$ cat config.mk
export PLATFORM = sky130hd
export DESIGN_NAME = dma_offload_top
export DESIGN_NICKNAME = d
export VERILOG_FILES = /design/src/dma_offload_pkg.sv /design/src/dma_offload_top.sv /design/src/cpl_framer.sv /design/src/payload_crc.sv /design/src/llink_hdr_parser.sv
export VERILOG_INCLUDE_DIRS = /design/src /design/src/src
export SDC_FILE = /design/constraint.sdc
export NUM_CORES = 1
export LEC_CHECK = 0
export ABC_AREA = 1
export BUFFER_PORTS_ARGS = -buffer_cell sky130_fd_sc_hd__buf_2
export CAP_MARGIN = 30
export CELL_PAD_IN_SITES_DETAIL_PLACEMENT = 1
export CELL_PAD_IN_SITES_GLOBAL_PLACEMENT = 1
export CORE_ASPECT_RATIO = 0.8
export CORE_MARGIN = 1.5
export CORE_UTILIZATION = 48
export CTS_BUF_LIST = sky130_fd_sc_hd__clkbuf_8
export DETAILED_ROUTE_END_ITERATION = 10
export PLACE_DENSITY_LB_ADDON = 0.1
export SETUP_SLACK_MARGIN = 0.2
export SKIP_LAST_GASP = 1
export SYNTH_ARGS = -nofsm -noshare
export SYNTH_HDL_FRONTEND = slang
export SYNTH_SLANG_ARGS = --single-unit
$ cat constraint.sdc
create_clock -name clk -period 5.95 [get_ports clk]
set_input_delay 0 -clock clk [delete_from_list [all_inputs] [get_ports clk]]
set_output_delay 0 -clock clk [all_outputs]
set_load 0.03 [all_outputs]
$ cat src/dma_offload_config.svh
`ifndef DMA_OFFLOAD_CONFIG_SVH
`define DMA_OFFLOAD_CONFIG_SVH

// Request frame layout
`define DOFF_HDR_WORDS 8
`define DOFF_FLAG_WORD 4
`define DOFF_LEN_WORD  5
`define DOFF_TASK_WORD 6

// Completion frame layout
`define DOFF_CPL_WORDS 4

// Reflected CRC-32, final value is inverted
`define DOFF_CRC_POLY 32'hEDB88320
`define DOFF_CRC_INIT 32'hFFFFFFFF

// Task index carried in header word 6
`define DOFF_TASK_W 10

`endif
$ cat src/dma_offload_pkg.sv
`default_nettype none

`include "dma_offload_config.svh"

package dma_offload_pkg;

   // rem marks invalid trailing low bytes, only meaningful on eof
   typedef struct packed {
      logic [31:0] data;
      logic [3:0]  rem;
      logic        sof;
      logic        eof;
   } ll_beat_t;

   typedef struct packed {
      logic [2:0]  op_flags;
      logic [28:0] rsvd;
   } hdr_flag_t;

   typedef struct packed {
      logic [31-`DOFF_TASK_W:0] rsvd;
      logic [`DOFF_TASK_W-1:0]  task_index;
   } hdr_task_t;

   typedef union packed {
      hdr_flag_t flag_v;
      hdr_task_t task_v;
   } hdr_word_u;

   typedef struct packed {
      logic [2:0]              op_flags;
      logic [31:0]             src_len;
      logic [`DOFF_TASK_W-1:0] task_index;
      logic [31:0]             byte_cnt;
   } desc_t;

   typedef logic [31:0] crc_t;

endpackage

`default_nettype wire

$ cat src/dma_offload_top.sv
`default_nettype none

module dma_offload_top
   import dma_offload_pkg::*;
(
   input  logic        clk,
   input  logic        rst_n,
   input  ll_beat_t    in_beat_i,
   input  logic        in_valid_i,
   output logic        in_ready_o,
   output logic [31:0] cpl_data_o,
   output logic        cpl_last_o,
   output logic        cpl_valid_o,
   input  logic        cpl_ready_i
);

   ll_beat_t pay_beat;
   logic     pay_valid;
   desc_t    desc;
   logic     desc_valid;
   crc_t     crc;
   logic     crc_valid;
   logic     cpl_done;

   llink_hdr_parser u_parser (
      .clk          (clk),
      .rst_n        (rst_n),
      .in_beat_i    (in_beat_i),
      .in_valid_i   (in_valid_i),
      .in_ready_o   (in_ready_o),
      .pay_beat_o   (pay_beat),
      .pay_valid_o  (pay_valid),
      .desc_o       (desc),
      .desc_valid_o (desc_valid),
      .cpl_done_i   (cpl_done)
   );

   payload_crc u_crc (
      .clk         (clk),
      .rst_n       (rst_n),
      .pay_beat_i  (pay_beat),
      .pay_valid_i (pay_valid),
      .crc_o       (crc),
      .crc_valid_o (crc_valid)
   );

   cpl_framer u_framer (
      .clk          (clk),
      .rst_n        (rst_n),
      .desc_i       (desc),
      .desc_valid_i (desc_valid),
      .crc_i        (crc),
      .crc_valid_i  (crc_valid),
      .cpl_data_o   (cpl_data_o),
      .cpl_last_o   (cpl_last_o),
      .cpl_valid_o  (cpl_valid_o),
      .cpl_ready_i  (cpl_ready_i),
      .cpl_done_o   (cpl_done)
   );

endmodule

`default_nettype wire

$ cat src/cpl_framer.sv
`default_nettype none

`include "dma_offload_config.svh"

module cpl_framer
   import dma_offload_pkg::*;
(
   input  logic        clk,
   input  logic        rst_n,
   input  desc_t       desc_i,
   input  logic        desc_valid_i,
   input  crc_t        crc_i,
   input  logic        crc_valid_i,
   output logic [31:0] cpl_data_o,
   output logic        cpl_last_o,
   output logic        cpl_valid_o,
   input  logic        cpl_ready_i,
   output logic        cpl_done_o
);

   desc_t      desc_q;
   crc_t       crc_q;
   logic       have_desc;
   logic       have_crc;
   logic       start;
   logic       xfer;
   logic       mismatch;
   logic [1:0] word_idx;

   assign start      = (have_desc || desc_valid_i) && (have_crc || crc_valid_i);
   assign xfer       = cpl_valid_o && cpl_ready_i;
   assign mismatch   = (desc_q.byte_cnt != desc_q.src_len);
   assign cpl_last_o = cpl_valid_o && (word_idx == 2'(`DOFF_CPL_WORDS - 1));
   assign cpl_done_o = xfer && cpl_last_o;

   always_ff @(posedge clk) begin
      if (desc_valid_i)
         desc_q <= desc_i;
      if (crc_valid_i)
         crc_q <= crc_i;
   end

   always_ff @(posedge clk) begin
      if (!rst_n) begin
         have_desc   <= 1'b0;
         have_crc    <= 1'b0;
         cpl_valid_o <= 1'b0;
         word_idx    <= 2'd0;
      end else begin
         have_desc <= !start && (have_desc || desc_valid_i);
         have_crc  <= !start && (have_crc || crc_valid_i);
         if (start) begin
            cpl_valid_o <= 1'b1;
            word_idx    <= 2'd0;
         end else if (xfer) begin
            if (cpl_last_o)
               cpl_valid_o <= 1'b0;
            else
               word_idx <= word_idx + 2'd1;
         end
      end
   end

   // Status, byte count, CRC high with task, full CRC
   always_comb begin
      case (word_idx)
         2'd0:    cpl_data_o = {desc_q.op_flags, mismatch, 17'h0, 1'b1, crc_q[9:0]};
         2'd1:    cpl_data_o = desc_q.byte_cnt;
         2'd2:    cpl_data_o = {crc_q[31:`DOFF_TASK_W], desc_q.task_index};
         default: cpl_data_o = crc_q;
      endcase
   end

endmodule

`default_nettype wire

$ cat src/payload_crc.sv
`default_nettype none

`include "dma_offload_config.svh"

module payload_crc
   import dma_offload_pkg::*;
(
   input  logic     clk,
   input  logic     rst_n,
   input  ll_beat_t pay_beat_i,
   input  logic     pay_valid_i,
   output crc_t     crc_o,
   output logic     crc_valid_o
);

   logic in_frame;
   crc_t crc_q;
   crc_t crc_next;

   // One byte through the reflected polynomial, LSB first
   function automatic crc_t crc_byte(input crc_t c, input logic [7:0] b);
      crc_t r;
      r = c ^ {24'h0, b};
      for (int k = 0; k < 8; k++) begin
         r = r[0] ? ((r >> 1) ^ `DOFF_CRC_POLY) : (r >> 1);
      end
      return r;
   endfunction

   // Byte 0 is data[31:24], masked by rem[3]
   always_comb begin
      crc_next = in_frame ? crc_q : `DOFF_CRC_INIT;
      for (int i = 0; i < 4; i++) begin
         if (!pay_beat_i.rem[3-i])
            crc_next = crc_byte(crc_next, pay_beat_i.data[31-8*i -: 8]);
      end
   end

   always_ff @(posedge clk) begin
      if (!rst_n) begin
         in_frame    <= 1'b0;
         crc_valid_o <= 1'b0;
      end else begin
         crc_valid_o <= pay_valid_i && pay_beat_i.eof;
         if (pay_valid_i)
            in_frame <= !pay_beat_i.eof;
      end
   end

   always_ff @(posedge clk) begin
      if (pay_valid_i) begin
         crc_q <= crc_next;
         if (pay_beat_i.eof)
            crc_o <= ~crc_next;
      end
   end

endmodule

`default_nettype wire

$ cat src/llink_hdr_parser.sv
`default_nettype none

`include "dma_offload_config.svh"

module llink_hdr_parser
   import dma_offload_pkg::*;
(
   input  logic     clk,
   input  logic     rst_n,
   input  ll_beat_t in_beat_i,
   input  logic     in_valid_i,
   output logic     in_ready_o,
   output ll_beat_t pay_beat_o,
   output logic     pay_valid_o,
   output desc_t    desc_o,
   output logic     desc_valid_o,
   input  logic     cpl_done_i
);

   logic       accept;
   logic       in_payload;
   logic       busy;
   logic [3:0] hdr_cnt;
   logic [2:0] beat_bytes;
   hdr_word_u  hdr_word;
   desc_t      desc_q;

   assign in_ready_o  = !busy;
   assign accept      = in_valid_i && in_ready_o;
   assign in_payload  = (hdr_cnt == `DOFF_HDR_WORDS);
   assign hdr_word    = in_beat_i.data;
   assign pay_beat_o  = in_beat_i;
   assign pay_valid_o = accept && in_payload;
   assign desc_o      = desc_q;

   // Each zero bit in rem is one valid byte
   always_comb begin
      beat_bytes = 3'd0;
      for (int i = 0; i < 4; i++) begin
         if (!in_beat_i.rem[i])
            beat_bytes = beat_bytes + 3'd1;
      end
   end

   always_ff @(posedge clk) begin
      if (!rst_n) begin
         hdr_cnt      <= 4'd0;
         busy         <= 1'b0;
         desc_valid_o <= 1'b0;
      end else begin
         desc_valid_o <= pay_valid_o && in_beat_i.eof;
         if (cpl_done_i)
            busy <= 1'b0;
         if (accept) begin
            // sof realigns on header word 0
            if (in_beat_i.sof) begin
               hdr_cnt <= 4'd1;
            end else if (!in_payload) begin
               hdr_cnt <= hdr_cnt + 4'd1;
            end else if (in_beat_i.eof) begin
               hdr_cnt <= 4'd0;
               busy    <= 1'b1;
            end
         end
      end
   end

   always_ff @(posedge clk) begin
      if (accept) begin
         if (in_beat_i.sof)
            desc_q.byte_cnt <= 32'd0;
         if (hdr_cnt == `DOFF_FLAG_WORD)
            desc_q.op_flags <= hdr_word.flag_v.op_flags;
         if (hdr_cnt == `DOFF_LEN_WORD)
            desc_q.src_len <= in_beat_i.data;
         if (hdr_cnt == `DOFF_TASK_WORD)
            desc_q.task_index <= hdr_word.task_v.task_index;
         if (in_payload)
            desc_q.byte_cnt <= desc_q.byte_cnt + 32'(beat_bytes);
      end
   end

endmodule

`default_nettype wire

# After elaboration in Yosys (flattened, before gate mapping)
# Cells that the tools add are included.
# totals
mem_bits_rw	0
n_memories	0
reg_bits	262
in_bits	42
latch_bits	0
mem_bits_ro	0
out_inout_bits	35
# op_classes
bitwise_logic	39
add_sub_neg	6
muxes	55
magnitude_cmp	0
n_mul	0
n_eq_ne	9
reduce_logical	27
shifts	0
div	0
# op_table
op	n
32-bit two-way mux	39
13-bit NOT with 14-bit output	32
32-bit by 8-bit bitwise XOR with 32-bit output	4
32-bit case mux with 3 select lines	1
32-bit by 3-bit adder with 32-bit output	1
32-bit != test	1
32-bit NOT	1
2-bit AND reduction	8
4-bit by 3-bit equality test with 1-bit output (second input constant)	3
4-bit two-way mux	3
1-bit logical AND	9
1-bit two-way mux	9
3-bit two-way mux	3
3-bit by 1-bit adder with 3-bit output (second input constant)	2
2-bit nonzero test	3
4-bit by 1-bit adder with 4-bit output (second input constant)	1
2-bit equality test (second input constant)	2
4-bit equality test (second input constant)	1
1-bit zero test	3
3-bit != test (second input constant)	1
1-bit by 1-bit adder with 2-bit output (second input constant)	1
2-bit by 1-bit adder with 2-bit output (second input constant)	1
2-bit by 1-bit equality test with 1-bit output (second input constant)	1
2-bit zero test	1
3 further kinds	5

# Logic depth before layout (Yosys ltp)
# depth
depth_word	74
ltp_mapped	39
ltp_nobuf	38

# By module
# Synthesis repeated with hierarchy kept, for this count alone.
# hier_totals
cells_unflattened	2356
area_unflattened_um2	18077.3
# by_module_without_submodules
mod	n_inst	area_each_um2	cells_per_inst
payload_crc	1	9303.9	1586
cpl_framer	1	4531.8	331
llink_hdr_parser	1	4241.6	439

# Worst setup path before layout
# Ideal clock, no wire load.
# synth_timing
kind	reg2reg
from	reg u_parser.hdr_cnt[0]
to	reg u_crc.crc_o[0], enable pin
setup_slack_ps	955
arrival_ps	4572
n_path_buf	0
stages_incl_launch_ff	9
required_time_ps	5527
setup_time_ps	423
path_cell_list	dfxtp_1 -> inv_1 -> ha_1 -> inv_1 -> nor3_1 -> clkinv_1 -> nor2_1 -> inv_1 -> nor2_1
# synth_between
elab_chain_cells	3
# synth_lines
element	line	text
start, declared	llink_hdr_parser.sv:23	logic [3:0] hdr_cnt;
start signal, assigned	llink_hdr_parser.sv:59	hdr_cnt <= hdr_cnt + 4'd1;
4-bit equality test (no source line)	n/a	
1-bit logical AND	llink_hdr_parser.sv:33	assign pay_valid_o = accept && in_payload;
named net pay_valid	dma_offload_top.sv:18	logic pay_valid;
2-bit AND reduction (no source line)	n/a	
end signal, assigned	payload_crc.sv:54	crc_o <= ~crc_next;
end, declared	payload_crc.sv:12	output crc_t crc_o,
# The timed path passes the listed nets, and every way through them passes these cells.
# A chain may end at the register's enable or synchronous reset.

# Worst setup path after layout
# layout_timing
from	reg u_crc.in_frame
to	reg u_crc.crc_q[22], data pin
# layout_between
elab_chain_cells	54
# layout_lines
element	line	text
start, declared	payload_crc.sv:16	logic in_frame;
start signal, assigned	payload_crc.sv:46	in_frame <= !pay_beat_i.eof;
32-bit two-way mux (no source line) *	n/a	
32-bit by 8-bit bitwise XOR with 32-bit output	payload_crc.sv:23	r = c ^ {24'h0, b};
13-bit NOT with 14-bit output (no source line)	n/a	
32-bit two-way mux	payload_crc.sv:25	r = r[0] ? ((r >> 1) ^ `DOFF_CRC_POLY) : (r >> 1);
13-bit NOT with 14-bit output (no source line)	n/a	
32-bit two-way mux	payload_crc.sv:25	
13-bit NOT with 14-bit output (no source line)	n/a	
32-bit two-way mux (4 in a row)	payload_crc.sv:25	
[... 34 more ...]	n/a	
13-bit NOT with 14-bit output (no source line)	n/a	
32-bit two-way mux (2 in a row)	payload_crc.sv:25	
13-bit NOT with 14-bit output (no source line)	n/a	
32-bit two-way mux	payload_crc.sv:25	
13-bit NOT with 14-bit output (no source line)	n/a	
32-bit two-way mux (2 in a row)	payload_crc.sv:25	
32-bit two-way mux *	payload_crc.sv:34	if (!pay_beat_i.rem[3-i])
named net u_crc.crc_next[22]	payload_crc.sv:18	crc_t crc_next;
end signal, assigned	payload_crc.sv:52	crc_q <= crc_next;
end, declared	payload_crc.sv:17	crc_t crc_q;
# Mark *: on every way through the listed nets, which the timed path passes. The rest lies on a longest branch.

==> results.py <==
metrics = {
    "sta": {
        "rsz0062_at_grt": "no",
        "min_period_ns": 4.92,
        "final-max-slew-violation-count": 0,
        "setup_slack_ns": 1.03,
        "relSlewSlack_pct": 27.2,
        "fin_tns_setup_ns": 0,
        "max_freq_ghz": 0.203,
        "skew_ns": 0.0411,
        "tightestPinTransition_ns": 1.08,
        "setup_viol": 0,
        "finalHoldViolCount": 0,
        "finalCritPeriodShare_pct": 82.7,
    },
    "run": {
        "drv_cap": 0,
    },
    "die": {
        "core_area_um2": 35000,
        "die-area_um2": 37000,
        "die_h_um": 172,
        "dieWidth_um": 215,
        "row_count": 61,
        "start_util_pct": 49.1,
        "io_pins": 77,
    },
    "setup_path": {
        "crit_fanout": 25,
        "setup.worst_path.start": "u_crc.in_frame$_SDFFE_PN0P_",
        "worstPathRequired_ns": 6.27,
        "crit_top_cell": "nand2_1",
        "critPathSlowestCell": "dfxtp_1",
        "path_class": "reg -> reg",
        "r2r-start": "u_crc.in_frame$_SDFFE_PN0P_",
        "cp.arrival_ns": 5.24,
        "cp.buffers_inverters": 2,
        "cp_top_family": "simple AND/OR/NAND/NOR gates",
        "slowest_delay_ns": 0.39,
        "critPathCaptureType": "flip-flop",
        "worstSetupStartpointType": "flip-flop",
    },
    "placement": {
        "dpl.hpwl_um": 55400,
        "port_buffers": 76,
        "gp_congestion": 0.999,
        "post-place-ws_ns": 0.547,
    },
    "clock_tree": {
        "cts-buffers-inserted": 41,
        "clk_latency_ns": 0.59,
        "cts_root_buf": "clkbuf_8",
        "clockBufferDepth": 3,
        "cts_setup_buffers": 0,
        "cts.sinks": 262,
        "cts_tree": "done",
        "htreeDepth": 2,
        "clkTransAtPathRegs_ns": 0.07,
        "post_cts_resized": 0,
        "ctsHoldBuffers": 39,
    },
    "layout": {
        "multi_input_area_um2": 8440,
        "ff_latch_area_um2": 7750,
        "nFillCells": 4386,
        "syn2layout_area_growth_pct": 11.9,
        "antennaDiodeCount": 0,
        "drive_above_1_share_pct": 14.6,
        "fin_nets": 2394,
    },
    "logic_synthesis": {
        "syn_area_um2": 17200,
        "yosys-top-cells-area": "edfxtp_1 (44%), nand2_1 (18%), nand3_1 (8.3%)",
        "yosys_warnings": 0,
        "seq_area_frac_synth_pct": 45.0,
        "synth_area_leader_cell": "edfxtp_1",
        "synth.distinct_cells": 52,
        "syn_inst": 2208,
        "synth_top_area_share_pct": 43.6,
        "syn-num-nets": 2266,
        "synth-seq-cells": 262,
        "avgSynthCellArea_um2": 7.79,
    },
    "route": {
        "vias_per_cell": 5.89,
        "vias": 16700,
        "routed_wl_um": 70600,
        "avgRoutedWirePerCell_um": 24.9,
        "drc": 0,
        "dr.pass1.iters": 5,
        "ant_nets": 0,
        "drt_iter0_drc": 1834,
    },
    "global_routing": {
        "antenna_found_initial": 2,
        "grt_max_degree": 68,
        "grt_overflow": 0,
        "grt_pass1_wl_um": 104000,
        "first_global_vias": 16500,
        "grtUsageTotal_pct": 38.1,
    },
    "worst_hold_path": {
        "hp-start": "in_valid_i",
        "worstHoldPathType": "in -> reg",
    },
    "pwr": {
        "peakVddDrop_uv": 153,
        "p_per_area_nw_per_um2": 280,
        "p_leak_nw": 8.67,
    },
    "run_status": {
        "status": "finished clean",
    },
}
[power by group]
part | switching (W) | internal [W] | leakage (nW)
clock network | 0.000747 | 0.000658 | 0.402
logic | 0.00139 | 0.000524 | 5.90
registers | 0.0000105 | 0.00206 | 2.37
total | 0.00215 | 0.00324 | 8.67
[Yosys cell counts, drive strengths merged]
cell type	count
nand2	937
nand3	308
edfxtp	250
inv	215
o21ai	99
xor2	75
nor2	67
xnor2	44
a21oi	36
buf	26
clkbuf	25
or2	22
nor3	19
nand4	16
ha	15
dfxtp	12
a211oi	6
o211ai	6
nor3b	5
a31oi	4
nor4	4
nand3b	3
and3	2
o2111ai	2
a21boi	1
a221oi	1
a32o	1
and2	1
clkinv	1
fa	1
o21a	1
o21ba	1
o221ai	1
or4	1
[through the flow]
stage / area [um2] / util (%) / instances / hold WS [ns] / total power [W]
2_1_floorplan: 17200 / - / 2208 / 0.0989 / 0.00331
5_1_grt: 19200 / 54.9 / 2836 / 0.0619 / 0.00561
4_1_cts: 19200 / 54.9 / 2835 / 0.00422 / 0.00534
3_3_place_gp: 18100 / 51.7 / 2724 / 0.237 / 0.00388
3_5_place_dp: 18100 / 51.8 / 2725 / 0.244 / 0.00394
6_report: 19200 / 54.9 / 2836 / 0.0551 / 0.00539
[path summary, 6_finish.rpt]
| path | endpoint | slack (ns) | cells after the start |
|---|---|---|---|
| max reg2reg | u_crc.crc_q[22]$_DFFE_PP_ | 1.03 | 34 |
| min reg2reg | u_framer.desc_q[37]$_DFFE_PP_ | 0.39 | 0 |
| min | u_parser.hdr_cnt[3]$_SDFFE_PN0P_ | 0.06 | 4 |
| max | u_crc.crc_q[22]$_DFFE_PP_ | 1.03 | 34 |
[registers in the layout, summed over array words and instances, names as in the netlist, 2 cells and up]
signal	count
u_crc.crc_o	32
u_framer.desc_q	77
u_parser.hdr_cnt	4
u_parser.desc_o	77
u_framer.word_idx	2
u_framer.crc_q	32
u_crc.crc_q	32
[tightest hold or removal path, cell delays in order]
cell and delay, ns:
buf_2 0.08, nand2_1 0.15, a21oi_4 0.23, a211oi_1 0.10
[final cells by class]
type / count / share of cell area (%)
clock inverters: 29 / 0.689
inverters: 216 / 4.22
well taps: 472 / 3.07
flip-flops and latches: 262 / 40.3
multi-input cells: 1679 / 43.8
clock buffers: 42 / 3.00
repair buffers: 136 / 4.93
[placed cells by master (no fill, tap or decap), drive strengths merged]
master,instances
a211oi,6
a21boi,1
a21oi,36
a221oi,1
a31oi,4
a32o,1
and2,1
and3,2
buf,97
clkbuf,42
clkinv,16
clkinvlp,2
dfxtp,12
dlygate4sd3,39
edfxtp,250
fa,1
ha,15
inv,227
nand2,937
nand3,308
nand3b,3
nand4,16
nor2,67
nor3,19
nor3b,5
nor4,4
o2111ai,2
o211ai,6
o21a,1
o21ai,99
o21ba,1
o221ai,1
or2,22
or4,1
xnor2,44
xor2,75
[kinds of logic after synthesis]
| logic type | count (synthesis) | share of synthesized area [%] |
|---|---|---|
| flip-flops | 262 | 45.0 |
| AO/OA/AOI/OAI | 159 | 5.13 |
| adder cells (fa/ha/maj) | 16 | 1.21 |
| buffers and inverters | 267 | 6.14 |
| AND/OR/NAND/NOR | 1385 | 36.3 |
| XOR/XNOR | 119 | 6.19 |
[routing by layer]
metal	wire [um]	vias up	global-route usage, %	share of wire, %
met3	6310	117	6.53	8.9
met1	30800	8287	53.8	44
met2	31300	786	59.8	44
met5	13	-	0	0.018
li1	-	7498	-	-
met4	2100	2	11.8	3.0
Note: power is estimated with default switching activity, not from simulation.
